==> src/common/simple_system_pkg.sv <==
// Shared bus types, host and device indices and the address map.
// Every device occupies a naturally aligned power-of-two range.
package simple_system_pkg;

  localparam int AddrWidth = 32;
  localparam int DataWidth = 32;
  localparam int BeWidth   = DataWidth / 8;

  localparam int NrHosts   = 2;
  localparam int NrDevices = 3;

  // Lower host index wins arbitration
  localparam int HostData  = 0;
  localparam int HostInstr = 1;

  localparam int DevRam     = 0;
  localparam int DevSimCtrl = 1;
  localparam int DevTimer   = 2;

  // Address map, indexed by device
  localparam logic [AddrWidth-1:0] DevAddrBase [NrDevices] = '{
    32'h0010_0000,
    32'h0002_0000,
    32'h0003_0000
  };
  localparam logic [AddrWidth-1:0] DevAddrMask [NrDevices] = '{
    ~32'h000F_FFFF,
    ~32'h0000_03FF,
    ~32'h0000_03FF
  };

  // Register offsets inside the 1 kB control windows
  localparam int RegOffsetWidth = 10;

  localparam logic [RegOffsetWidth-1:0] SimCharOffset = 10'h000;
  localparam logic [RegOffsetWidth-1:0] SimHaltOffset = 10'h008;

  localparam logic [RegOffsetWidth-1:0] MtimeLoOffset    = 10'h000;
  localparam logic [RegOffsetWidth-1:0] MtimeHiOffset    = 10'h004;
  localparam logic [RegOffsetWidth-1:0] MtimecmpLoOffset = 10'h008;
  localparam logic [RegOffsetWidth-1:0] MtimecmpHiOffset = 10'h00C;

  typedef struct packed {
    logic                 req;
    logic                 we;
    logic [BeWidth-1:0]   be;
    logic [AddrWidth-1:0] addr;
    logic [DataWidth-1:0] wdata;
  } bus_req_t;

  // gnt is only ever set by the bus toward a host
  typedef struct packed {
    logic                 gnt;
    logic                 rvalid;
    logic                 err;
    logic [DataWidth-1:0] rdata;
  } bus_rsp_t;

  // Byte-enable merge of a write into an existing word
  function automatic logic [DataWidth-1:0] apply_be(
    input logic [DataWidth-1:0] old_data,
    input logic [DataWidth-1:0] new_data,
    input logic [BeWidth-1:0]   be
  );
    logic [DataWidth-1:0] merged;
    merged = old_data;
    for (int b = 0; b < BeWidth; b++) begin
      if (be[b]) begin
        merged[8*b +: 8] = new_data[8*b +: 8];
      end
    end
    return merged;
  endfunction

endpackage

==> src/bus/bus_xbar.sv <==
// Fixed-priority bus: one grant per cycle, lowest host index first.
// Devices must answer exactly one cycle after accepting a request.
`timescale 1ns/100ps

module bus_xbar (
  input  logic                         clk_i,
  input  logic                         rst_n_i,
  input  simple_system_pkg::bus_req_t  host_req_i [simple_system_pkg::NrHosts],
  input  simple_system_pkg::bus_rsp_t  dev_rsp_i  [simple_system_pkg::NrDevices],
  output simple_system_pkg::bus_rsp_t  host_rsp_o [simple_system_pkg::NrHosts],
  output simple_system_pkg::bus_req_t  dev_req_o  [simple_system_pkg::NrDevices]
);

  localparam int NrHosts   = simple_system_pkg::NrHosts;
  localparam int NrDevices = simple_system_pkg::NrDevices;
  localparam int HostIdxW  = $clog2(NrHosts);
  localparam int DevIdxW   = $clog2(NrDevices);

  logic                gnt_valid;
  logic [HostIdxW-1:0] gnt_idx;
  logic [NrDevices-1:0] dev_match;
  logic                dev_hit;
  logic [DevIdxW-1:0]  dev_idx;
  logic [NrDevices-1:0] dev_req_vec;

  // State of the transaction answered in the next cycle
  logic                rsp_pending_q;
  logic                rsp_unmapped_q;
  logic [HostIdxW-1:0] rsp_host_q;
  logic [DevIdxW-1:0]  rsp_dev_q;
  logic                rsp_valid;

  // Scan downward so the lowest requesting index wins
  always_comb begin
    gnt_valid = 1'b0;
    gnt_idx   = '0;
    for (int h = NrHosts - 1; h >= 0; h--) begin
      if (host_req_i[h].req) begin
        gnt_valid = 1'b1;
        gnt_idx   = HostIdxW'(h);
      end
    end
  end

  // Address decode of the winning host
  always_comb begin
    dev_idx = '0;
    for (int d = 0; d < NrDevices; d++) begin
      dev_match[d] = ((host_req_i[gnt_idx].addr & simple_system_pkg::DevAddrMask[d]) ==
                      simple_system_pkg::DevAddrBase[d]);
      if (dev_match[d]) begin
        dev_idx = DevIdxW'(d);
      end
    end
  end

  assign dev_hit = |dev_match;

  // Payload goes to every device, only the matching one sees req
  always_comb begin
    for (int d = 0; d < NrDevices; d++) begin
      dev_req_o[d]     = host_req_i[gnt_idx];
      dev_req_o[d].req = gnt_valid & dev_match[d];
      dev_req_vec[d]   = dev_req_o[d].req;
    end
  end

  always_ff @(posedge clk_i or negedge rst_n_i) begin
    if (!rst_n_i) begin
      rsp_pending_q  <= 1'b0;
      rsp_unmapped_q <= 1'b0;
      rsp_host_q     <= '0;
      rsp_dev_q      <= '0;
    end else begin
      rsp_pending_q  <= gnt_valid;
      rsp_unmapped_q <= gnt_valid & ~dev_hit;
      rsp_host_q     <= gnt_idx;
      rsp_dev_q      <= dev_idx;
    end
  end

  // Unmapped accesses are answered locally
  assign rsp_valid = rsp_pending_q & (rsp_unmapped_q | dev_rsp_i[rsp_dev_q].rvalid);

  always_comb begin
    for (int h = 0; h < NrHosts; h++) begin
      host_rsp_o[h].gnt    = gnt_valid & (gnt_idx == HostIdxW'(h));
      host_rsp_o[h].rvalid = rsp_valid & (rsp_host_q == HostIdxW'(h));
      host_rsp_o[h].err    = host_rsp_o[h].rvalid &
                             (rsp_unmapped_q | dev_rsp_i[rsp_dev_q].err);
      host_rsp_o[h].rdata  = (host_rsp_o[h].rvalid && !rsp_unmapped_q) ?
                             dev_rsp_i[rsp_dev_q].rdata : '0;
    end
  end

  // Overlapping address ranges would select two devices
  a_one_dev_req: assert property (@(posedge clk_i) disable iff (!rst_n_i)
    $onehot0(dev_req_vec));

  for (genvar h = 0; h < NrHosts; h++) begin : g_host_chk
    a_gnt_then_rvalid: assert property (@(posedge clk_i) disable iff (!rst_n_i)
      host_rsp_o[h].gnt |=> host_rsp_o[h].rvalid);
  end

endmodule

==> config.mk <==
export PLATFORM = sky130hd
export DESIGN_NAME = bus_xbar
export DESIGN_NICKNAME = d
export VERILOG_FILES = /design/src/common/simple_system_pkg.sv /design/src/bus/bus_xbar.sv
export SDC_FILE = /design/constraint.sdc
export NUM_CORES = 1
export LEC_CHECK = 0
export BUFFER_PORTS_ARGS = -buffer_cell sky130_fd_sc_hd__buf_2
export CORE_AREA = 10 10 195 197
export DETAILED_ROUTE_END_ITERATION = 8
export DIE_AREA = 0 0 205 207
export GPL_TIMING_DRIVEN = 1
export MAX_ROUTING_LAYER = met4
export SLEW_MARGIN = 20
export SYNTH_ARGS = -nofsm -noshare
export SYNTH_HDL_FRONTEND = slang
export SYNTH_SLANG_ARGS = --single-unit
==> constraint.sdc <==
create_clock -name clk_i -period 2.2 [get_ports clk_i]
set_input_delay 0.22 -clock clk_i [delete_from_list [all_inputs] [get_ports clk_i]]
set_output_delay 0.22 -clock clk_i [all_outputs]
set_load 0.05 [all_outputs]
# == Word-level counts from Yosys, hierarchy flattened ==
# Cells that the tools add are included.
# op_classes
n_bitwise,18
n_lt_le_gt_ge,2
addsub,0
n_reduce_logical,4
multipliers,0
eq_ne,3
n_shift,0
muxes,13
div,0
# op_table
cell,count
2-to-1 mux 69 bit,3
binary-select mux 35 bit (select 2 bit),1
2-to-1 mux 34 bit,2
2-to-1 mux 32 bit,2
"equality test 22 x 8 -> 1 bit, second input constant",2
"equality test 12 x 1 -> 1 bit, second input constant",1
bitwise AND 1 bit,11
2-to-1 mux 1 bit,4
"greater-or-equal comparator 3 bit, second input constant",1
NOT 1 bit,3
NOT 2 -> 3 bit,1
OR reduction 3 bit,1
"greater-or-equal comparator 2 bit, second input constant",1
logical AND 1 bit,2
2-to-1 mux 2 bit,1
NOT 1 -> 2 bit,1
OR 1 bit,2
zero test 1 bit,1
# totals
regBits,5
out_inout_bits,280
mem_bits_ro,0
wordCells,44
mem_count,0
latch_bits,0
ramBits,0
in_bits,247

# == Depth between registers and ports, before layout ==
# logic_depth
word_depth,10
depth_mapped,8
ltp_nobuf,5

# == Worst setup path after synthesis ==
# OpenSTA, ideal clock, no wires.
# synth_path
path_kind,flip-flop to output port
start,reg rsp_dev_q[1]
end,out host_rsp_o[36] (netlist name)
setup_slack_ps,-152
stages_incl_launch_ff,9
required_time_ps,1980
n_path_buf,4
t_arrival_ps,2132
path_cell_list,dfrtp_1 buf_4 nor2b_2 buf_4 o2bb2ai_2 or3b_1 buf_2 buf_6 nor2_1
# synth_rtl
item,line_no,rtl
start: declaration,bus_xbar.sv:30,logic [DevIdxW-1:0] rsp_dev_q;
start signal: assignment,bus_xbar.sv:78,rsp_dev_q <= dev_idx;
end: declaration,bus_xbar.sv:10,"output simple_system_pkg::bus_rsp_t host_rsp_o [simple_system_pkg::NrHosts],"

==> metrics.cfg <==
[routing]
firstDrtPassIters=4
routedWlPerCell_um=18.3
routed-wl-met2_um=13200
wl_met1_um=10100
vias_per_cell=3.64
totalWireLength_um=26100
num_vias=5190
drt_iter0_markers=196
top_layer_used=met4
drc=0
met3RoutedLength_um=2240
detail-route-antenna-nets=0

[worst_setup_path]
cp-end-kind=output port
critPathLaunchType=register
worstPathArrival_ps=1940
cp_max_fo=32
slowest_delay_ps=440
cp.depth=6
cp_slowest_cell=dfrtp_2
crit_path_cell_trace=nor2b_2, o2bb2ai_2, or3b_4, buf_12, nor2_2, buf_12
worstSetupPathType=reg -> out
required_ps=1980
crit_path_frequent_cell=buf_12
crit_buf_inv=2
path_delay_family=simple AND/OR/NAND/NOR gates

[sta]
rsz0062_at_grt=true
relSlewSlack_pct=64.5
report.final.slew_viol_count=0
worst_slack_ps=36.9
setup_viol=0
min_period_over_period_pct=98.3
fmax_ghz=0.462
finalHoldViolCount=0
fin_crit_ps=2160
worst_slew_pin_slew_ps=525

[synth]
synth_top_area_share_pct=32.2
synth_area_leaders=buf_4 32%, nand2_1 23%, mux2i_1 11%
synth_edf_count=0
ys_seq_area_share_pct=3.80
yosysWarnings=0
synthCells=592
syn-num-nets=839
synth_most_common_cell=nand2_1
yosys-top-cells-count=203 x nand2_1, 141 x buf_4, 96 x nor2_1, 36 x mux2i_1, 34 x a21oi_1
netlist.top_cell.by_area=buf_4
syn_area_um2=3290
ys_ff_latch=5
synth_ff_type=dfrtp_1
syn_area_per_cell_um2=5.56
ys_async_sr_fraction_pct=100
synthDistinctLibCells=25

[layout]
layout-drive-gt1-share_pct=63.1
multiInputGateArea_um2=2070
synthToLayoutAreaGrowth_pct=100
post-route-util_pct=19.3
layout.nets=1218
fin_cells=1427
final-seq-area_um2=126
fin_area_um2=6590
fillCellCount=3884

[global_route]
first_global_vias=5609
overflow=0
antenna_found_initial=5
gr-usage-all-layers_pct=11.2
grt_max_degree=34
grt_pass1_wl_um=35600

[die]
die_w_um=205
dieHeight_um=207
design.core.area_um2=34100
ios=527
start_util_pct=9.65
row_count=68
die_area_um2=42400

[cts]
clock_sinks=5
cts-root-buf=clkbuf_16
cts-buffers-inserted=3
clockBufferDepth=2
clk_pin_slew_worst_paths_ps=30
cts_tree=yes
cts_max_level=1

[min_path]
min_path_cells=3
hp-class=in -> reg

[power]
power.total_w=0.00272
powerDensity_nw_per_um2=413
leakage_nw=3.64
ir_drop_mv=0.206

[place]
portBuffers=523
post-dp-hpwl_um=23700
placed_area_um2=6220
place_ws_ps=57.3
place_inst=1419
gp_congestion=0.913

[flow_run]
maxCapViolations=0

[run_status]
status=completed

[cell type report]
type,count,area share (%)
diodes,2,0.0759
clock buffers,4,1.20
inverters,6,0.342
multi-input cells,407,31.5
flip-flops and latches,5,1.92
well taps,455,8.64
repair buffers,548,56.4
[metrics by stage]
stage	TNS, ps	hold slack, ps
2_1_floorplan	-4470	-75.6
3_3_place_gp	0	39.6
3_5_place_dp	0	39.6
4_1_cts	-12.7	329
5_1_grt	-266	353
6_report	0	310
[cells in the final DEF (no fill, tap or decap), drive strengths merged]
master,synthesis,final
nor4b,2,2
o21ai,2,2
inv,5,6
mux2i,36,36
nor3,2,2
and3,5,5
dfrtp,5,5
nand4,4,4
nor2b,1,1
nor2,106,106
nand2,203,203
or3b,2,2
buf,160,547
dlygate4sd3,0,1
diode,0,2
nand2b,2,2
nor4,5,5
o2bb2ai,2,2
clkbuf,14,4
nand3,1,1
a21oi,34,34
[flip-flops by register name, indices dropped and copies added (netlist names)]
| signal | cells |
|---|---|
| rsp_host_q | 1 |
| rsp_unmapped_q | 1 |
| rsp_pending_q | 1 |
| rsp_dev_q | 2 |
[where the power goes]
group          switching (W)  internal [W]  leakage (nW)
clock network      0.0000575      0.000240        0.0382
registers         0.00000182     0.0000954        0.0597
logic                0.00173      0.000596          3.55
total                0.00179      0.000931          3.64
[logic make-up (layout without fill, tap and decap cells)]
logic type | after synthesis | after routing | synth area share, %
DFF | 5 | 5 | 3.80
and+or+nand+nor | 333 | 333 | 40.8
buffers and inverters | 180 | 558 | 38.2
AOI/OAI and AO/OA | 38 | 38 | 6.20
other | 0 | 2 | 0
muxes | 36 | 36 | 10.9
[worst paths after layout]
| kind | slack [ps] | from | end |
|---|---|---|---|
| min in group asynchronous | 370 | rst_n_i | rsp_dev_q[0] |
| max in group asynchronous | 1690 | rst_n_i | rsp_dev_q[1] |
| setup / recovery | 40 | rsp_dev_q[1] | host_rsp_o[65] |
| hold / removal | 310 | host_req_i[69] | rsp_pending_q |
[repair_timing]
| item | CTS | global route |
|---|---|---|
| buffers inserted | 0 | 1 |
| setup endpoints to repair | 57 | 65 |
| resized for setup | 60 | 30 |
| hold endpoints to repair | 5 | 0 |
| pin swaps | 0 | 1 |
| hold buffers | 1 | 0 |
[worst min-delay path, cell delays in order]
cell and delay, ps:
buf_2 130, nor2_1 60, inv_1 80
[metal layers]
metal  GRT usage (%)  vias to the layer above
li1                -                     2473
met1            11.7                     2326
met2            20.6                      362
met3            2.87                       29
met4            2.27                        0
met5               -                        -
No activity file was read; power rests on OpenSTA's default activity.
