==> src/common/simple_system_pkg.sv <==
// Shared bus types, host and device indices and the address map.
// Every device occupies a naturally aligned power-of-two range.
package simple_system_pkg;

  localparam int AddrWidth = 32;
  localparam int DataWidth = 32;
  localparam int BeWidth   = DataWidth / 8;

  localparam int NrHosts   = 2;
  localparam int NrDevices = 3;

  // Lower host index wins arbitration
  localparam int HostData  = 0;
  localparam int HostInstr = 1;

  localparam int DevRam     = 0;
  localparam int DevSimCtrl = 1;
  localparam int DevTimer   = 2;

  // Address map, indexed by device
  localparam logic [AddrWidth-1:0] DevAddrBase [NrDevices] = '{
    32'h0010_0000,
    32'h0002_0000,
    32'h0003_0000
  };
  localparam logic [AddrWidth-1:0] DevAddrMask [NrDevices] = '{
    ~32'h000F_FFFF,
    ~32'h0000_03FF,
    ~32'h0000_03FF
  };

  // Register offsets inside the 1 kB control windows
  localparam int RegOffsetWidth = 10;

  localparam logic [RegOffsetWidth-1:0] SimCharOffset = 10'h000;
  localparam logic [RegOffsetWidth-1:0] SimHaltOffset = 10'h008;

  localparam logic [RegOffsetWidth-1:0] MtimeLoOffset    = 10'h000;
  localparam logic [RegOffsetWidth-1:0] MtimeHiOffset    = 10'h004;
  localparam logic [RegOffsetWidth-1:0] MtimecmpLoOffset = 10'h008;
  localparam logic [RegOffsetWidth-1:0] MtimecmpHiOffset = 10'h00C;

  typedef struct packed {
    logic                 req;
    logic                 we;
    logic [BeWidth-1:0]   be;
    logic [AddrWidth-1:0] addr;
    logic [DataWidth-1:0] wdata;
  } bus_req_t;

  // gnt is only ever set by the bus toward a host
  typedef struct packed {
    logic                 gnt;
    logic                 rvalid;
    logic                 err;
    logic [DataWidth-1:0] rdata;
  } bus_rsp_t;

  // Byte-enable merge of a write into an existing word
  function automatic logic [DataWidth-1:0] apply_be(
    input logic [DataWidth-1:0] old_data,
    input logic [DataWidth-1:0] new_data,
    input logic [BeWidth-1:0]   be
  );
    logic [DataWidth-1:0] merged;
    merged = old_data;
    for (int b = 0; b < BeWidth; b++) begin
      if (be[b]) begin
        merged[8*b +: 8] = new_data[8*b +: 8];
      end
    end
    return merged;
  endfunction

endpackage

==> src/timer/timer.sv <==
// Machine timer with 64-bit mtime and mtimecmp, accessed as 32-bit halves.
// A write to an mtime half suspends the increment for that cycle.
`timescale 1ns/100ps

module timer (
  input  logic                        clk_i,
  input  logic                        rst_n_i,
  input  simple_system_pkg::bus_req_t req_i,
  output simple_system_pkg::bus_rsp_t rsp_o,
  output logic                        timer_irq_o
);

  localparam int DW = simple_system_pkg::DataWidth;

  logic [simple_system_pkg::RegOffsetWidth-1:0] offset;
  logic [63:0]   mtime_q;
  logic [63:0]   mtime_d;
  logic [63:0]   mtimecmp_q;
  logic [63:0]   mtimecmp_d;
  logic [DW-1:0] rdata_d;
  logic [DW-1:0] rdata_q;
  logic          err_d;
  logic          err_q;
  logic          rvalid_q;
  logic          irq_q;

  assign offset = req_i.addr[simple_system_pkg::RegOffsetWidth-1:0];

  always_comb begin
    mtime_d    = mtime_q + 64'd1;
    mtimecmp_d = mtimecmp_q;
    rdata_d    = '0;
    err_d      = 1'b0;
    if (req_i.req) begin
      case (offset)
        simple_system_pkg::MtimeLoOffset: begin
          if (req_i.we) begin
            mtime_d = {mtime_q[63:32],
                       simple_system_pkg::apply_be(mtime_q[31:0], req_i.wdata, req_i.be)};
          end else begin
            rdata_d = mtime_q[31:0];
          end
        end
        simple_system_pkg::MtimeHiOffset: begin
          if (req_i.we) begin
            mtime_d = {simple_system_pkg::apply_be(mtime_q[63:32], req_i.wdata, req_i.be),
                       mtime_q[31:0]};
          end else begin
            rdata_d = mtime_q[63:32];
          end
        end
        simple_system_pkg::MtimecmpLoOffset: begin
          if (req_i.we) begin
            mtimecmp_d[31:0] = simple_system_pkg::apply_be(mtimecmp_q[31:0], req_i.wdata,
                                                           req_i.be);
          end else begin
            rdata_d = mtimecmp_q[31:0];
          end
        end
        simple_system_pkg::MtimecmpHiOffset: begin
          if (req_i.we) begin
            mtimecmp_d[63:32] = simple_system_pkg::apply_be(mtimecmp_q[63:32], req_i.wdata,
                                                            req_i.be);
          end else begin
            rdata_d = mtimecmp_q[63:32];
          end
        end
        default: err_d = 1'b1;
      endcase
    end
  end

  always_ff @(posedge clk_i or negedge rst_n_i) begin
    if (!rst_n_i) begin
      mtime_q    <= '0;
      mtimecmp_q <= '1;
      irq_q      <= 1'b0;
      rvalid_q   <= 1'b0;
      err_q      <= 1'b0;
    end else begin
      mtime_q    <= mtime_d;
      mtimecmp_q <= mtimecmp_d;
      irq_q      <= (mtime_q >= mtimecmp_q);
      rvalid_q   <= req_i.req;
      err_q      <= err_d;
    end
  end

  always_ff @(posedge clk_i) begin
    if (req_i.req) begin
      rdata_q <= rdata_d;
    end
  end

  assign timer_irq_o  = irq_q;
  assign rsp_o.gnt    = 1'b0;
  assign rsp_o.rvalid = rvalid_q;
  assign rsp_o.err    = err_q;
  assign rsp_o.rdata  = rdata_q;

endmodule

==> config.mk <==
export PLATFORM = sky130hd
export DESIGN_NAME = timer
export DESIGN_NICKNAME = d
export VERILOG_FILES = /design/src/common/simple_system_pkg.sv /design/src/timer/timer.sv
export SDC_FILE = /design/constraint.sdc
export NUM_CORES = 1
export LEC_CHECK = 0
export BUFFER_PORTS_ARGS = -buffer_cell sky130_fd_sc_hd__buf_2
export CAP_MARGIN = 40
export CORE_MARGIN = 2
export CORE_UTILIZATION = 60
export DETAILED_ROUTE_END_ITERATION = 16
export PLACE_DENSITY = 0.85
export SKIP_LAST_GASP = 1
export SLEW_MARGIN = 5
export SYNTH_ARGS = -nofsm -noshare
export SYNTH_HDL_FRONTEND = slang
export SYNTH_SLANG_ARGS = --single-unit
==> constraint.sdc <==
create_clock -name clk_i -period 3.95 [get_ports clk_i]
set_input_delay 0.79 -clock clk_i [delete_from_list [all_inputs] [get_ports clk_i]]
set_output_delay 0.79 -clock clk_i [all_outputs]
set_load 0.005 [all_outputs]
**After elaboration in Yosys (flattened, before gate mapping)**

Index checks and enable logic that the tools add are counted.

- Mux-type cells: 15
- Reductions and logical operators: 18
- Equal/unequal tests: 13
- Order comparisons: 1
- $add $sub $neg: 1

Operator list:

| operator | number |
|---|---|
| $mux W64 | 3 |
| $mux W32 | 4 |
| $pmux W32 S4 | 1 |
| $pmux W64 S2 | 1 |
| $add A64 B1 Y64 const B | 1 |
| $ge A64 B64 Y1 | 1 |
| $mux W8 | 4 |
| $ne A4 B4 Y1 const B | 8 |
| $reduce_and A4 Y1 | 8 |
| $eq A10 B4 Y1 const B | 2 |
| $reduce_and A2 Y1 | 8 |
| $eq A10 B3 Y1 const B | 1 |
| $logic_not A10 Y1 | 1 |
| $ne A3 B3 Y1 const B | 2 |
| $reduce_or A4 Y1 | 1 |
| $mux W1 | 2 |

- Bits of input ports: 72
- Output and inout port bits: 36
- Bits in registers: 163
- Word-level logic and storage cells: 68

**Depth between registers and ports, before layout**

- Depth after elaboration: 4
- Mapped depth: 8

**Least setup slack after synthesis**

Ideal clock, no wire load.

- Kind: input to register
- Start point: in req_i[37] (netlist bit)
- End point: reg rdata_q[10] (data pin)
- Setup time: 0.140 ns
- Slack: 1.406 ns
- Cell stages on the path: 8
- Arrival: 2.405 ns
- Buffers on the path: 3
- Cells stage by stage: nor4_1 -> and3b_1 -> clkbuf_1 -> and2_1 -> clkbuf_1 -> clkbuf_1 -> a221oi_1 -> nor2_1

- Word-level cells in the longest chain between the ends: 2

RTL lines:

| what | RTL line | source |
|---|---|---|
| from (decl) | timer.sv:8 | `input simple_system_pkg::bus_req_t req_i,` |
| $eq A10 B4 Y1, or another cell as far along | timer.sv:35 | `case (offset)` |
| $pmux W32 S4 (*) | timer.sv:35 |  |
| net rdata_d[10] | timer.sv:20 | `logic [DW-1:0] rdata_d;` |
| to (signal assigned) | timer.sv:91 | `rdata_q <= rdata_d;` |
| to (decl) | timer.sv:21 | `logic [DW-1:0] rdata_q;` |

Mark *: on every way through the listed nets, which the timed path passes. The rest lies on a longest branch.
A chain may end at the register's enable or synchronous reset.

**Final worst setup path**

- Start point: reg mtimecmp_q[57]
- End point: reg irq_q (netlist: timer_irq_o)

- Word-level cells in the longest chain between the ends: 1

RTL lines:

| what | RTL line | source |
|---|---|---|
| from (decl) | timer.sv:18 | `logic [63:0] mtimecmp_q;` |
| from (signal assigned) | timer.sv:82 | `mtimecmp_q <= mtimecmp_d;` |
| $ge A64 B64 Y1 | timer.sv:83 | `irq_q <= (mtime_q >= mtimecmp_q);` |
| to (signal assigned) | timer.sv:83 |  |
| to (decl) | timer.sv:25 | `logic irq_q;` |

No other way between the ends.

==> impl_metrics.yaml <==
clocking:
  clock_latency_ns: 0.44
  cts_resized: 0
  clk_pin_slew_ns: 0.07
  cts_tree: "yes"
  cts_num_sinks: 163
  postCtsSetupBuffers: 0
  cts_root_buf: "clkbuf_16"
  cts_hold_buf: 0
  cts_made_buffers: 17
  cts_max_path_buffers: 2
  htreeDepth: 4
die:
  core_area_sq_um: 16470
  die_area_sq_um: 17820
  num_rows: 47
  pin_count: 108
  initial_core_util_pct: 61.11
  die_x_microns: 133.5
  die_h_microns: 133.5
timing:
  hold_viol_final: 0
  fin_skew_ns: 0.008487
  slew_headroom_pct: 47.23
  setup-tns-final_ns: 0
  fin_crit_sh_pct: 76.24
  rsz0062_at_grt: "false"
  setup_viol: 0
  finalMaxSlewViolations: 0
  period_needed_ns: 3.011
  max_freq_ghz: 0.3321
  worst_slew_pin_slew_ns: 0.7843
cells_and_area:
  fin_nets: 1353
  diodes: 0
  fin_util_pct: 68.71
  filler_cell_count: 1275
  area_delta_synth_final_pct: 12.44
  drive_gt1_share_pct: 19.12
outcome:
  status: "completed"
drt:
  m1WireLength_microns: 11970
  vias: 9618
  ant_nets: 0
  wl_per_cell_microns: 20.46
  first_iter_violations: 1239
  wirelength_microns: 29650
  top_layer_used: "met4"
  wl_met3_microns: 3106
  met2_length_microns: 13460
  remaining_drc_errors: 0
  vias_per_cell: 6.638
  drtPass1Iterations: 6
synth:
  synth.top_cells.by_area: "dfstp_2 (17%), dfrtp_1 (17%), edfxtp_1 (9.5%)"
  ys_ff_latch: 163
  yosys.area.top_type: "dfstp_2"
  avgSynthCellArea_sq_um: 8.819
  synth_edf_count: 32
  yosysTopAreaCellShare_pct: 16.71
  synth-main-ff-cell: "dfrtp_1"
  ys_warn_count: 0
  synth.most_common_cell: "nor2_1"
  synth_common_cells: "nor2_1 (153), nand2_1 (129), o21ai_0 (94), inv_1 (74), dfrtp_1 (67)"
  synth_area_sq_um: 10060
  syn_nets: 1278
  seq_area_frac_synth_pct: 42.92
  synth_cell_types: 76
  synthCells: 1141
  synth_async_sr_flop_share_pct: 80.37
placement:
  hpwl_microns: 20980
  gp_congestion: 0.9580
  numPortBuffers: 84
global_routing:
  grt_use_total_pct: 34.63
  grt_remaining_overflow: 0
  first_global_vias: 9132
  grt_pass1_wl_microns: 48240
  grt_max_degree: 79
  antenna_found_initial: 0
power_and_ir_drop:
  p_leak_uw: 0.004990
  total_power_uw: 3716
  pwr_density_cell_nw_per_um2: 328.5
  ir_drop_mv: 0.3036
setup_path:
  reg2reg_from: "mtimecmp_q[57]"
  crit_arrival_ns: 3.31
  path_cells: "inv_1 > ha_1 > a211oi_1 > o21bai_1 > a2111oi_0 > o211ai_1 > nor4b_1 > a21oi_1"
  setup.worst_path.end_class: "register"
  crit_fanout: 2
  startpoint_type: "register"
  cp_slowest_cell: "a2111oi_0"
  regToRegSetupSlack_ns: 0.94
  path_class: "register to register"
  cp.required_ns: 4.25
  crit_path_max_incr_delay_ns: 0.62
  r2r_end: "timer_irq_o"
  ff2ff_path_depth: 8
min_path:
  hold_path.class: "input pin to async pin"
run:
  maxCapViolCount: 0
[flip-flops by register name (all words and copies together) (netlist names)]
signal	count
err_q	1
rvalid_q	1
timer_irq_o	1
mtime_q	64
rdata_q	32
mtimecmp_q	64
[area by class of cell]
type                    count  area [sq um]  area share [%]
flip-flops and latches    163          4319           38.18
repair buffers            114         673.1           5.950
inverters                  74         277.8           2.455
multi-input cells         846          5223           46.16
clock inverters            13         112.6          0.9954
well taps                 220         275.3           2.433
clock buffers              19         432.9           3.827
[routing by layer]
metal,up-vias,global-route usage (%)
li1,4366,-
met1,4581,47.55
met2,569,53.64
met3,102,7.230
met4,0,14.78
met5,-,0
[kinds of logic after synthesis]
logic type	Yosys count	share of synthesized area (%)
flip-flops	163	42.92
buffers and inverters	132	5.235
other	1	0.03727
AO/OA/AOI/OAI	315	21.04
adder cells (fa/ha/maj)	65	8.083
XOR/XNOR	1	0.08706
multiplexers	2	0.2114
AND/OR/NAND/NOR	462	22.38
[stage by stage]
stage	area (sq um)	hold slack, ns	instances	setup WS [ns]
finish	11310	0.3936	1449	0.9386
global route	11310	0.4538	1449	0.6855
CTS	11310	0.4306	1449	0.9519
detailed placement	10770	0.5055	1417	0.6254
global placement	10750	0.4983	1416	0.6686
floorplan	10060	0.4849	1141	1.406
[power breakdown]
group          leakage, uW  internal (uW)  switching (uW)
logic              0.00293            105             173
clock network     0.000253            863             704
registers          0.00181           1780            91.7
[worst max path at each step]
stage / start / end / slack, ns / cells after the start
floorplan: req_i[37] / rdata_q[10] / 1.41 / 8
global placement: req_i[37] / mtime_q[62] / 0.67 / 8
detailed placement: req_i[37] / mtime_q[56] / 0.63 / 7
CTS: mtimecmp_q[57] / timer_irq_o / 0.95 / 8
global route: req_i[37] / mtime_q[56] / 0.69 / 7
finish: mtimecmp_q[57] / timer_irq_o / 0.94 / 8
[placed cells by master, fill, tap and decap left out, types with 7 or more instances in the layout]
| cell type | count |
|---|---|
| a211oi_1 | 21 |
| a21oi_1 | 52 |
| a221oi_1 | 33 |
| a22oi_1 | 34 |
| a311oi_1 | 10 |
| and2_1 | 7 |
| and3_1 | 8 |
| and4_1 | 11 |
| buf_2 | 83 |
| buf_4 | 29 |
| clkbuf_16 | 17 |
| dfrtp_1 | 67 |
| dfstp_2 | 64 |
| edfxtp_1 | 32 |
| ha_1 | 65 |
| inv_1 | 74 |
| nand2_1 | 129 |
| nand2b_1 | 7 |
| nand3_1 | 45 |
| nand4_1 | 28 |
| nor2_1 | 153 |
| nor3_1 | 24 |
| nor4_1 | 12 |
| o211ai_1 | 10 |
| o21a_1 | 10 |
| o21ai_0 | 94 |
[worst max-delay path, delay by kind of cell, from the launching register on]
family	cells	cell delay, ns
flip-flops	1	0.53
AND/OR/NAND/NOR	1	0.54
buffers and inverters	1	0.05
AO/OA/AOI/OAI	5	1.45
adder cells (fa/ha/maj)	1	0.30
No activity file was read; power rests on OpenSTA's default activity.
