<file path="config.mk">
export PLATFORM = sky130hd
export DESIGN_NAME = sim_ctrl
export DESIGN_NICKNAME = d
export VERILOG_FILES = /design/src/common/simple_system_pkg.sv /design/src/sim_ctrl.sv
export SDC_FILE = /design/constraint.sdc
export NUM_CORES = 1
export LEC_CHECK = 0
export ABC_AREA = 0
export BUFFER_PORTS_ARGS = -buffer_cell sky130_fd_sc_hd__buf_2
export CAP_MARGIN = 20
export CORE_UTILIZATION = 26
export CTS_CLUSTER_SIZE = 28
export DETAILED_ROUTE_END_ITERATION = 6
export GPL_ROUTABILITY_DRIVEN = 0
export PLACE_DENSITY = 0.79
export SYNTH_ARGS = -nofsm -noshare
export SYNTH_HDL_FRONTEND = slang
export SYNTH_SLANG_ARGS = --single-unit
</file>
<file path="constraint.sdc">
create_clock -name clk_i -period 0.8 [get_ports clk_i]
set_input_delay 0.16 -clock clk_i [delete_from_list [all_inputs] [get_ports clk_i]]
set_output_delay 0.16 -clock clk_i [all_outputs]
set_load 0.1 [all_outputs]
</file>
<file path="src/common/simple_system_pkg.sv">
// Shared bus types, host and device indices and the address map.
// Every device occupies a naturally aligned power-of-two range.
package simple_system_pkg;

  localparam int AddrWidth = 32;
  localparam int DataWidth = 32;
  localparam int BeWidth   = DataWidth / 8;

  localparam int NrHosts   = 2;
  localparam int NrDevices = 3;

  // Lower host index wins arbitration
  localparam int HostData  = 0;
  localparam int HostInstr = 1;

  localparam int DevRam     = 0;
  localparam int DevSimCtrl = 1;
  localparam int DevTimer   = 2;

  // Address map, indexed by device
  localparam logic [AddrWidth-1:0] DevAddrBase [NrDevices] = '{
    32'h0010_0000,
    32'h0002_0000,
    32'h0003_0000
  };
  localparam logic [AddrWidth-1:0] DevAddrMask [NrDevices] = '{
    ~32'h000F_FFFF,
    ~32'h0000_03FF,
    ~32'h0000_03FF
  };

  // Register offsets inside the 1 kB control windows
  localparam int RegOffsetWidth = 10;

  localparam logic [RegOffsetWidth-1:0] SimCharOffset = 10'h000;
  localparam logic [RegOffsetWidth-1:0] SimHaltOffset = 10'h008;

  localparam logic [RegOffsetWidth-1:0] MtimeLoOffset    = 10'h000;
  localparam logic [RegOffsetWidth-1:0] MtimeHiOffset    = 10'h004;
  localparam logic [RegOffsetWidth-1:0] MtimecmpLoOffset = 10'h008;
  localparam logic [RegOffsetWidth-1:0] MtimecmpHiOffset = 10'h00C;

  typedef struct packed {
    logic                 req;
    logic                 we;
    logic [BeWidth-1:0]   be;
    logic [AddrWidth-1:0] addr;
    logic [DataWidth-1:0] wdata;
  } bus_req_t;

  // gnt is only ever set by the bus toward a host
  typedef struct packed {
    logic                 gnt;
    logic                 rvalid;
    logic                 err;
    logic [DataWidth-1:0] rdata;
  } bus_rsp_t;

  // Byte-enable merge of a write into an existing word
  function automatic logic [DataWidth-1:0] apply_be(
    input logic [DataWidth-1:0] old_data,
    input logic [DataWidth-1:0] new_data,
    input logic [BeWidth-1:0]   be
  );
    logic [DataWidth-1:0] merged;
    merged = old_data;
    for (int b = 0; b < BeWidth; b++) begin
      if (be[b]) begin
        merged[8*b +: 8] = new_data[8*b +: 8];
      end
    end
    return merged;
  endfunction

endpackage

</file>
<file path="src/sim_ctrl.sv">
// Simulation control: character output and a halt flag.
// Halt is sticky until reset; reads always return zero.
`timescale 1ns/100ps

module sim_ctrl (
  input  logic                        clk_i,
  input  logic                        rst_n_i,
  input  simple_system_pkg::bus_req_t req_i,
  output simple_system_pkg::bus_rsp_t rsp_o,
  output logic                        char_valid_o,
  output logic [7:0]                  char_o,
  output logic                        halt_o
);

  logic [simple_system_pkg::RegOffsetWidth-1:0] offset;
  logic       is_char;
  logic       is_halt;
  logic       wr_char;
  logic       wr_halt;
  logic       bad_offset;
  logic       char_valid_q;
  logic [7:0] char_q;
  logic       halt_q;
  logic       rvalid_q;
  logic       err_q;

  assign offset  = req_i.addr[simple_system_pkg::RegOffsetWidth-1:0];
  assign is_char = (offset == simple_system_pkg::SimCharOffset);
  assign is_halt = (offset == simple_system_pkg::SimHaltOffset);

  // Character only goes out when its byte lane is written
  assign wr_char    = req_i.req & req_i.we & is_char & req_i.be[0];
  assign wr_halt    = req_i.req & req_i.we & is_halt;
  assign bad_offset = req_i.req & ~(is_char | is_halt);

  always_ff @(posedge clk_i or negedge rst_n_i) begin
    if (!rst_n_i) begin
      char_valid_q <= 1'b0;
      halt_q       <= 1'b0;
      rvalid_q     <= 1'b0;
      err_q        <= 1'b0;
    end else begin
      char_valid_q <= wr_char;
      halt_q       <= halt_q | wr_halt;
      rvalid_q     <= req_i.req;
      err_q        <= bad_offset;
    end
  end

  always_ff @(posedge clk_i) begin
    if (wr_char) begin
      char_q <= req_i.wdata[7:0];
    end
  end

  assign char_valid_o = char_valid_q;
  assign char_o       = char_q;
  assign halt_o       = halt_q;

  assign rsp_o.gnt    = 1'b0;
  assign rsp_o.rvalid = rvalid_q;
  assign rsp_o.err    = err_q;
  assign rsp_o.rdata  = '0;

endmodule

</file>
# ---- Word level (Yosys, flattened, before mapping)
# Index checks and enable logic that the tools add are counted.
dict set report totals {
  ff_bits 12
  input_bits 72
}
dict set report classes {
  n_reduce_logical 1
  bitwise 8
  n_eq_ne 1
}
# operator count
set ops {}
lappend ops {{10-bit by 4-bit == test with 1-bit output (second input constant)} 1}
lappend ops {{10-bit logical NOT} 1}
lappend ops {{1-bit AND} 5}
lappend ops {{1-bit OR} 2}
lappend ops {{1-bit inverter} 1}

# ---- Depth between registers and ports, before layout
# Gate-level depths: netlist (run 1).
dict set report logic_depth {
  word_depth 4
  mapped_depth 3
  depth_no_buf 3
}

# ---- Worst setup path after synthesis (run 1)
# No wires, ideal clock.
dict set report synth_path {
  path_type {input -> register}
  from {in req_i[39] in the netlist's numbering}
  to {reg char_q[0], in the netlist char_o[0] (enable)}
  t_arrival_ns 0.967
  setup_slack_ns -0.540
  path_buffers 0
  path_stages 3
  setup_time_ns 0.373
  path_cell_list {nor4_1 > nand3_1 > nor2_1}
}
dict set report synth_via {
  elab_chain_cells 3
}
# item line_no
set synth_rtl {}
lappend synth_rtl {{from (decl)} sim_ctrl.sv:8} ;# input simple_system_pkg::bus_req_t req_i,
lappend synth_rtl {{10-bit logical NOT} sim_ctrl.sv:28} ;# assign is_char = (offset == simple_system_pkg::SimCharOffset);
lappend synth_rtl {{1-bit AND (2 in series)} sim_ctrl.sv:32} ;# assign wr_char = req_i.req & req_i.we & is_char & req_i.be[0];
lappend synth_rtl {{via wr_char} sim_ctrl.sv:18} ;# logic wr_char;
lappend synth_rtl {{to (signal assigned)} sim_ctrl.sv:52} ;# char_q <= req_i.wdata[7:0];
lappend synth_rtl {{to (decl)} sim_ctrl.sv:22} ;# logic [7:0] char_q;
# The timed path passes the listed nets, and every way through them passes these cells.
# A chain may end at the register's enable or synchronous reset.

# ---- Worst setup path in the final report (run 1)
dict set report layout_path {
  from {reg halt_q, in the netlist halt_o}
  to {out halt_o}
}
# item line_no
set layout_lines {}
lappend layout_lines {{from (decl)} sim_ctrl.sv:23} ;# logic halt_q;
lappend layout_lines {{from (signal assigned)} sim_ctrl.sv:44} ;# halt_q <= halt_q | wr_halt;
lappend layout_lines {{to (decl)} sim_ctrl.sv:12} ;# output logic halt_o
# No word-level cell between the ends.

==> metrics, run 1 <==
status finished with violations; failing checks negative setup slack; drt wl/cell roughly 8.6 um; Hold Path Class primary input to flip-flop; Placement Cell Area ~930 sq um; Synthesis Warnings 0; drt pass-1 iters 2; Post-Synthesis Cell Area 658.1 sq um; R2R setup slack 0.03 ns; TritonCTS clock tree built; top routing layer used met4; Worst R2R Start halt_o; final std cells w/o fill 126; Synth Flop Type edfxtp_1; M1 WL 315 um; CP Class flip-flop to primary output; layout cells sized above 1 50.00%; Seq/Total Area, Yosys 51.71%; final worst-path cycle share 134.2%; XOR/XNOR share of the synthesized area 0%; fin crit period roughly 1.1 ns; main combinational cell family by area after synthesis buffers and inverters; P&R area growth vs syn 59.51%; routed wire length between 1000 and 1500 um; IO Port Bufs 34; crit end category primary output; Die Area between 0.002 and 0.003 sq mm; Die Y-Extent 52.31 um; die width between 50 and 60 um; fillers 189; Total Routing Usage GR 8.505%; Initial Util 28.65%; delay-heaviest family, CP flip-flops; Async SR Flop Fraction approximately a third; Fmax 931.5 MHz; Max FO, Critical Path 2; DR vias/cell around 3.5; final setup vio count 23; WHS slightly above 0.07 ns; max cap viols 0; worst skew pair latency 0.25 ns; Initial DRC Count 1; metal3 WL 166 um; Synth Area in Compound Gates 1.141%; Longest Clk Path Bufs 2; initial antenna violation count 0; largest net degree at the start of global routing 8; GR Overflow Total 0; CORE AREA 0.002297 sq mm; Cell variety after synth 11; Synth Instances 57; Slew Limit Fails 0; met2 wire length 580 um; post-place setup slack -0.5421 ns; slowest CP cell dfrtp_4; Core Rows 17; Commonest cells post-synth 35 x buf_4, 8 x edfxtp_1, 4 x dfrtp_1; vias in the first global route 393; # placed instances 117; clock-pin slew of the registers on the worst-case setup and hold paths ~0.06 ns; num ports approximately 120; global-route wire length before repair 1552 um; H-tree depth 1; Synth Area in Adders 0%; multiplexer share of the synthesized area 0%; WP depth 1; endpoints failing hold 0; share of the synthesized area in the top cell type around two fifths; Setup Skew 0 ns; total CTS buffers 3; Final Power 0.001866 W; cell taking the most area after synthesis buf_4; Crit path arrival time between 0.9 and 1 ns; CP endpoint halt_o; Yosys reg bits 12; Final ANT Viol Nets 0; Largest stage delay, worst path a little under 0.5 ns; Worst Path Required 0.64 ns; RR Endpoint halt_o; final net count ~170; Avg Synthesized Cell Area about 12 sq um; PwrDens 1777 mW/mm^2; DRC 0; crit path cell chain buf_12; worst setup path startpoint halt_o; number of diodes 0; top post-synthesis cells by area buf_4 40%, edfxtp_1 37%, dfrtp_1 15%; Reg2Reg Depth 1; number of synthesized flops with an enable pin 8; Startpoint Class flip-flop; CTS sink count 12; RSZ-0062 raised after global routing yes; Final Instance Area 0.001050 sq mm; Critical path buffers and inverters 1; leak pwr between 0.4 and 0.5 nW; worst vdd ir 0.7393 mV; Worst Setup Slack, final -0.2735 ns; Vias 446; Root Buffer clkbuf_4; simple-gate portion of the synthesized area approximately 6.7%; cell with the most instances after synthesis buf_4
==> stage by stage <==
| step | utilization (%) | TNS [ns] |
|---|---|---|
| 2_1_floorplan | - | -4.660 |
| 3_3_place_gp | 40.36 | -4.104 |
| 3_5_place_dp | 40.36 | -5.189 |
| 4_1_cts | 44.99 | -4.412 |
| 5_1_grt | 45.70 | -4.729 |
| 6_report | 45.70 | -4.378 |
==> report_power, final <==
group | switching, W | internal, W
Combinational | 0.000758 | 0.0000836
Sequential | 0.00000488 | 0.000670
Clock | 0.000158 | 0.000192
==> flip-flops by register name, summed over array words and instances (netlist names) <==
signal / count
char_o: 8
char_valid_o: 1
err_q: 1
halt_o: 1
rvalid_q: 1
==> layout make-up <==
| type | instances | area (sq um) | share of cell area [%] |
|---|---|---|---|
| multi-input cells | 43 | 229.0 | 21.81 |
| repair buffers | 39 | 414.1 | 39.45 |
| flip-flops and latches | 12 | 345.3 | 32.90 |
| clock buffers | 4 | 26.28 | 2.503 |
| well taps | 28 | 35.03 | 3.337 |
==> layout by cell type (no fill, tap or decap) <==
| master | Yosys | layout |
|---|---|---|
| conb_1 | 1 | 33 |
| buf_2 | 0 | 20 |
| buf_12 | 0 | 12 |
| edfxtp_1 | 8 | 8 |
| buf_6 | 0 | 5 |
| clkbuf_4 | 0 | 3 |
| nor2_4 | 0 | 2 |
| dfrtp_1 | 4 | 2 |
| nor2_1 | 2 | 1 |
| nor4_4 | 0 | 1 |
| nor3_2 | 0 | 1 |
| nand3_4 | 0 | 1 |
| nand3_1 | 2 | 1 |
| o21bai_1 | 1 | 1 |
| nand4b_1 | 1 | 1 |
| and2_4 | 0 | 1 |
| dfrtp_2 | 0 | 1 |
| clkbuf_1 | 0 | 1 |
| dfrtp_4 | 0 | 1 |
| dlygate4sd3_1 | 0 | 1 |
| buf_4 | 35 | 1 |
==> what timing repair did <==
item                       CTS  global route
setup endpoints to repair   22            23
gates resized for setup      8             3
pin swaps                    4             4
hold buffers                 1             0
gates cloned                 1             0
setup buffers                3             0
hold endpoints to repair     4             0
==> how the worst min path moves through the flow <==
stage               startpoint           end  depth (start not counted)
floorplan              rst_n_i  char_valid_o                          0
global placement       rst_n_i      rvalid_q                          1
detailed placement     rst_n_i      rvalid_q                          1
CTS                   req_i[1]     char_o[1]                          1
global route          req_i[1]     char_o[1]                          1
finish                req_i[1]     char_o[1]                          1
==> routing by layer <==
metal / global-route usage, % / vias to the layer above
li1: - / 202
met1: 6.284 / 188
met2: 16.46 / 54
met3: 2.319 / 2
met4: 8.333 / 0
met5: 0 / -
==> kinds of logic (layout without fill, tap and decap cells) <==
group / count (synthesis) / count (layout)
flops: 12 / 12
compound gates: 1 / 1
buf+inv: 35 / 43
simple gates: 8 / 9
other cells: 1 / 33
Note: power is estimated with default switching activity, not from simulation.
==> run 2: changes to the inputs <==
==> constraint.sdc (replaced) <==
create_clock -name clk_i -period 0.8 [get_ports clk_i]
set_input_delay 0.16 -clock clk_i [delete_from_list [all_inputs] [get_ports clk_i]]
set_output_delay 0.16 -clock clk_i [all_outputs]
set_load 0.005 [all_outputs]
==> run 2 against run 1 <==
Clock power rose by 2%; hold slack gained 0.0025 ns; setup slack gained 0.13 ns; critical path depth up 3; die area unchanged; combinational power is 83% lower; critical endpoint is now char_o[1]; via count is 0.90% higher; the run still ends with negative setup slack left; first-iteration DRC count decreased by 100%.
==> metrics, run 2 (synthesis gave the netlist of run 1 again) <==
IO Port Bufs 34 (unchanged); slowest CP cell nor4_4; vias in the first global route 370 (-5.9%); max cap viols 0 (unchanged); post-place setup slack -0.4994 ns (+0.04268 ns); total CTS buffers 3 (unchanged); leak pwr 0.4343 nW (-11%); delay-heaviest family, CP simple AND/OR/NAND/NOR gates; Initial Util 28.65% (unchanged); Die Y-Extent 52.31 um (unchanged); failing checks negative setup slack; Startpoint Class primary input; Root Buffer clkbuf_4; drt wl/cell 8.142 um (-5.6%); crit end category flip-flop; largest net degree at the start of global routing 8 (unchanged); WHS 0.07441 ns (+0.002500 ns); Fmax 1062 MHz (+14%); Longest Clk Path Bufs 2 (unchanged); die width 52.31 um (unchanged); final worst-path cycle share 117.7% (-17 points); CORE AREA 0.002297 sq mm (unchanged); status finished with violations; final net count 172 (+0.58%); Worst Path Required 0.76 ns (+0.12 ns); Critical path buffers and inverters 1 (unchanged); Max FO, Critical Path 5 (+3); DR vias/cell 3.543 (+0.10%); worst skew pair latency 0.26 ns (about the same); layout cells sized above 1 48.48% (-1.5 points); HP Start req_i[5]; Total Routing Usage GR 7.216% (-1.3 points); Final Power 0.001174 W (-37%); num ports 117 (unchanged); worst vdd ir 0.5639 mV (-24%); CP Class primary input to flip-flop; GR Overflow Total 0 (unchanged); Die Area 0.002736 sq mm (unchanged); Worst Setup Slack, final -0.1413 ns (+0.1322 ns); commonest non-fill, non-tap cell in the layout conb_1; final setup vio count 22 (-4.3%); routed wire length 1034 um (-4.9%); HPWL Detailed 774.5 um; Final ANT Viol Nets 0 (unchanged); worst setup path startpoint req_i[38]; CTS sink count 12 (unchanged); drt pass-1 iters 1 (-1); fin crit period 0.9413 ns (-0.1322 ns); final std cells w/o fill 127 (+0.79%); Worst R2R Start halt_o; global-route wire length before repair 1400 um (-9.8%); Vias 450 (+0.90%); H-tree depth 1 (unchanged); clock-pin slew of the registers on the worst-case setup and hold paths 0.06 ns (about the same); Crit path arrival time 0.90 ns (about the same); TritonCTS clock tree built; Initial DRC Count 0 (-1); DRC 0 (unchanged); most frequent cells in the layout 33 x conb_1, 32 x buf_2, 8 x edfxtp_1; Slew Limit Fails 0 (unchanged); PwrDens 1364 mW/mm^2 (-23%); crit path cell chain buf_6 -> nor4_4 -> nand3_2 -> nor2_4; Setup Skew 0 ns (unchanged); Core Rows 17 (unchanged); Hold Path Class primary input to flip-flop; RSZ-0062 raised after global routing yes; max reg flops 8 (unchanged); initial antenna violation count 0 (unchanged); number of diodes 0 (unchanged); # placed instances 118 (+0.85%); P&R area growth vs syn 30.80%; Sum Neg Setup Slack -2.334 ns (+2.044 ns); endpoints failing hold 0 (unchanged); Largest stage delay, worst path 0.26 ns (-0.23 ns)
[run 2: changes by cell type in the layout (fill, tap and decap cells not counted), moves of 2 or more]
cell,before,now
buf_2,20,32
dfrtp_1,2,4
buf_12,12,0
buf_4,1,3
[run 2: power breakdown]
part	internal (W)	switching, W	leakage [nW]
sequential	0.000669	0.00000155	0.123
combinational	0.0000679	0.0000776	0.296
clock	0.000192	0.000166	0.0150
[run 2: final cells by class]
type | instances | area, sq um
Sequential cell | 12 | 340.3
Timing Repair Buffer | 40 | 237.7
Tap cell | 28 | 35.03
Clock buffer | 4 | 26.28
Multi-Input combinational cell | 43 | 221.5
Fill cell | 223 | 1436
[run 2: stage by stage]
stage / area [sq um] / utilization [%]
after floorplan: 792.0 / -
after global placement: 749.5 / 32.63
after detailed placement: 749.5 / 32.63
after CTS: 849.6 / 36.98
after global routing: 860.8 / 37.47
final: 860.8 / 37.47
[run 2: final timing paths]
| kind | to | slack [ns] | cells after the start |
|---|---|---|---|
| setup / recovery | char_o[1] | -0.14 | 4 |
| hold / removal | char_o[5] | 0.07 | 1 |
| setup reg to reg | halt_o | 0.03 | 2 |
| hold reg to reg | halt_o | 0.59 | 2 |
| max in group asynchronous | err_q | 0.45 | 2 |
| min in group asynchronous | char_valid_o | 0.24 | 2 |
[run 2: per-layer routing]
metal / vias to the layer above / GRT usage, % / share of wire, %
met2: 52 / 13.71 / 49
met5: - / 0 / 0
met3: 2 / 2.609 / 16
met4: 0 / 4.386 / 2.6
met1: 194 / 6.250 / 33
li1: 202 / - / -
[run 2: repair_timing]
| item | CTS | global route |
|---|---|---|
| endpoints found under the hold margin | 4 | 0 |
| gates resized for setup | 6 | 3 |
| buffers inserted | 3 | 1 |
| hold buffers | 1 | 0 |
| gates cloned | 1 | 0 |
| setup endpoints to repair | 21 | 23 |
| pin swaps | 3 | 5 |
[run 2: worst reg2reg max path, delay by kind of cell, from the launching register on]
kind	cells	cell delay (ns)
compound gates	1	0.15
buf+inv	1	0.13
flops	1	0.38
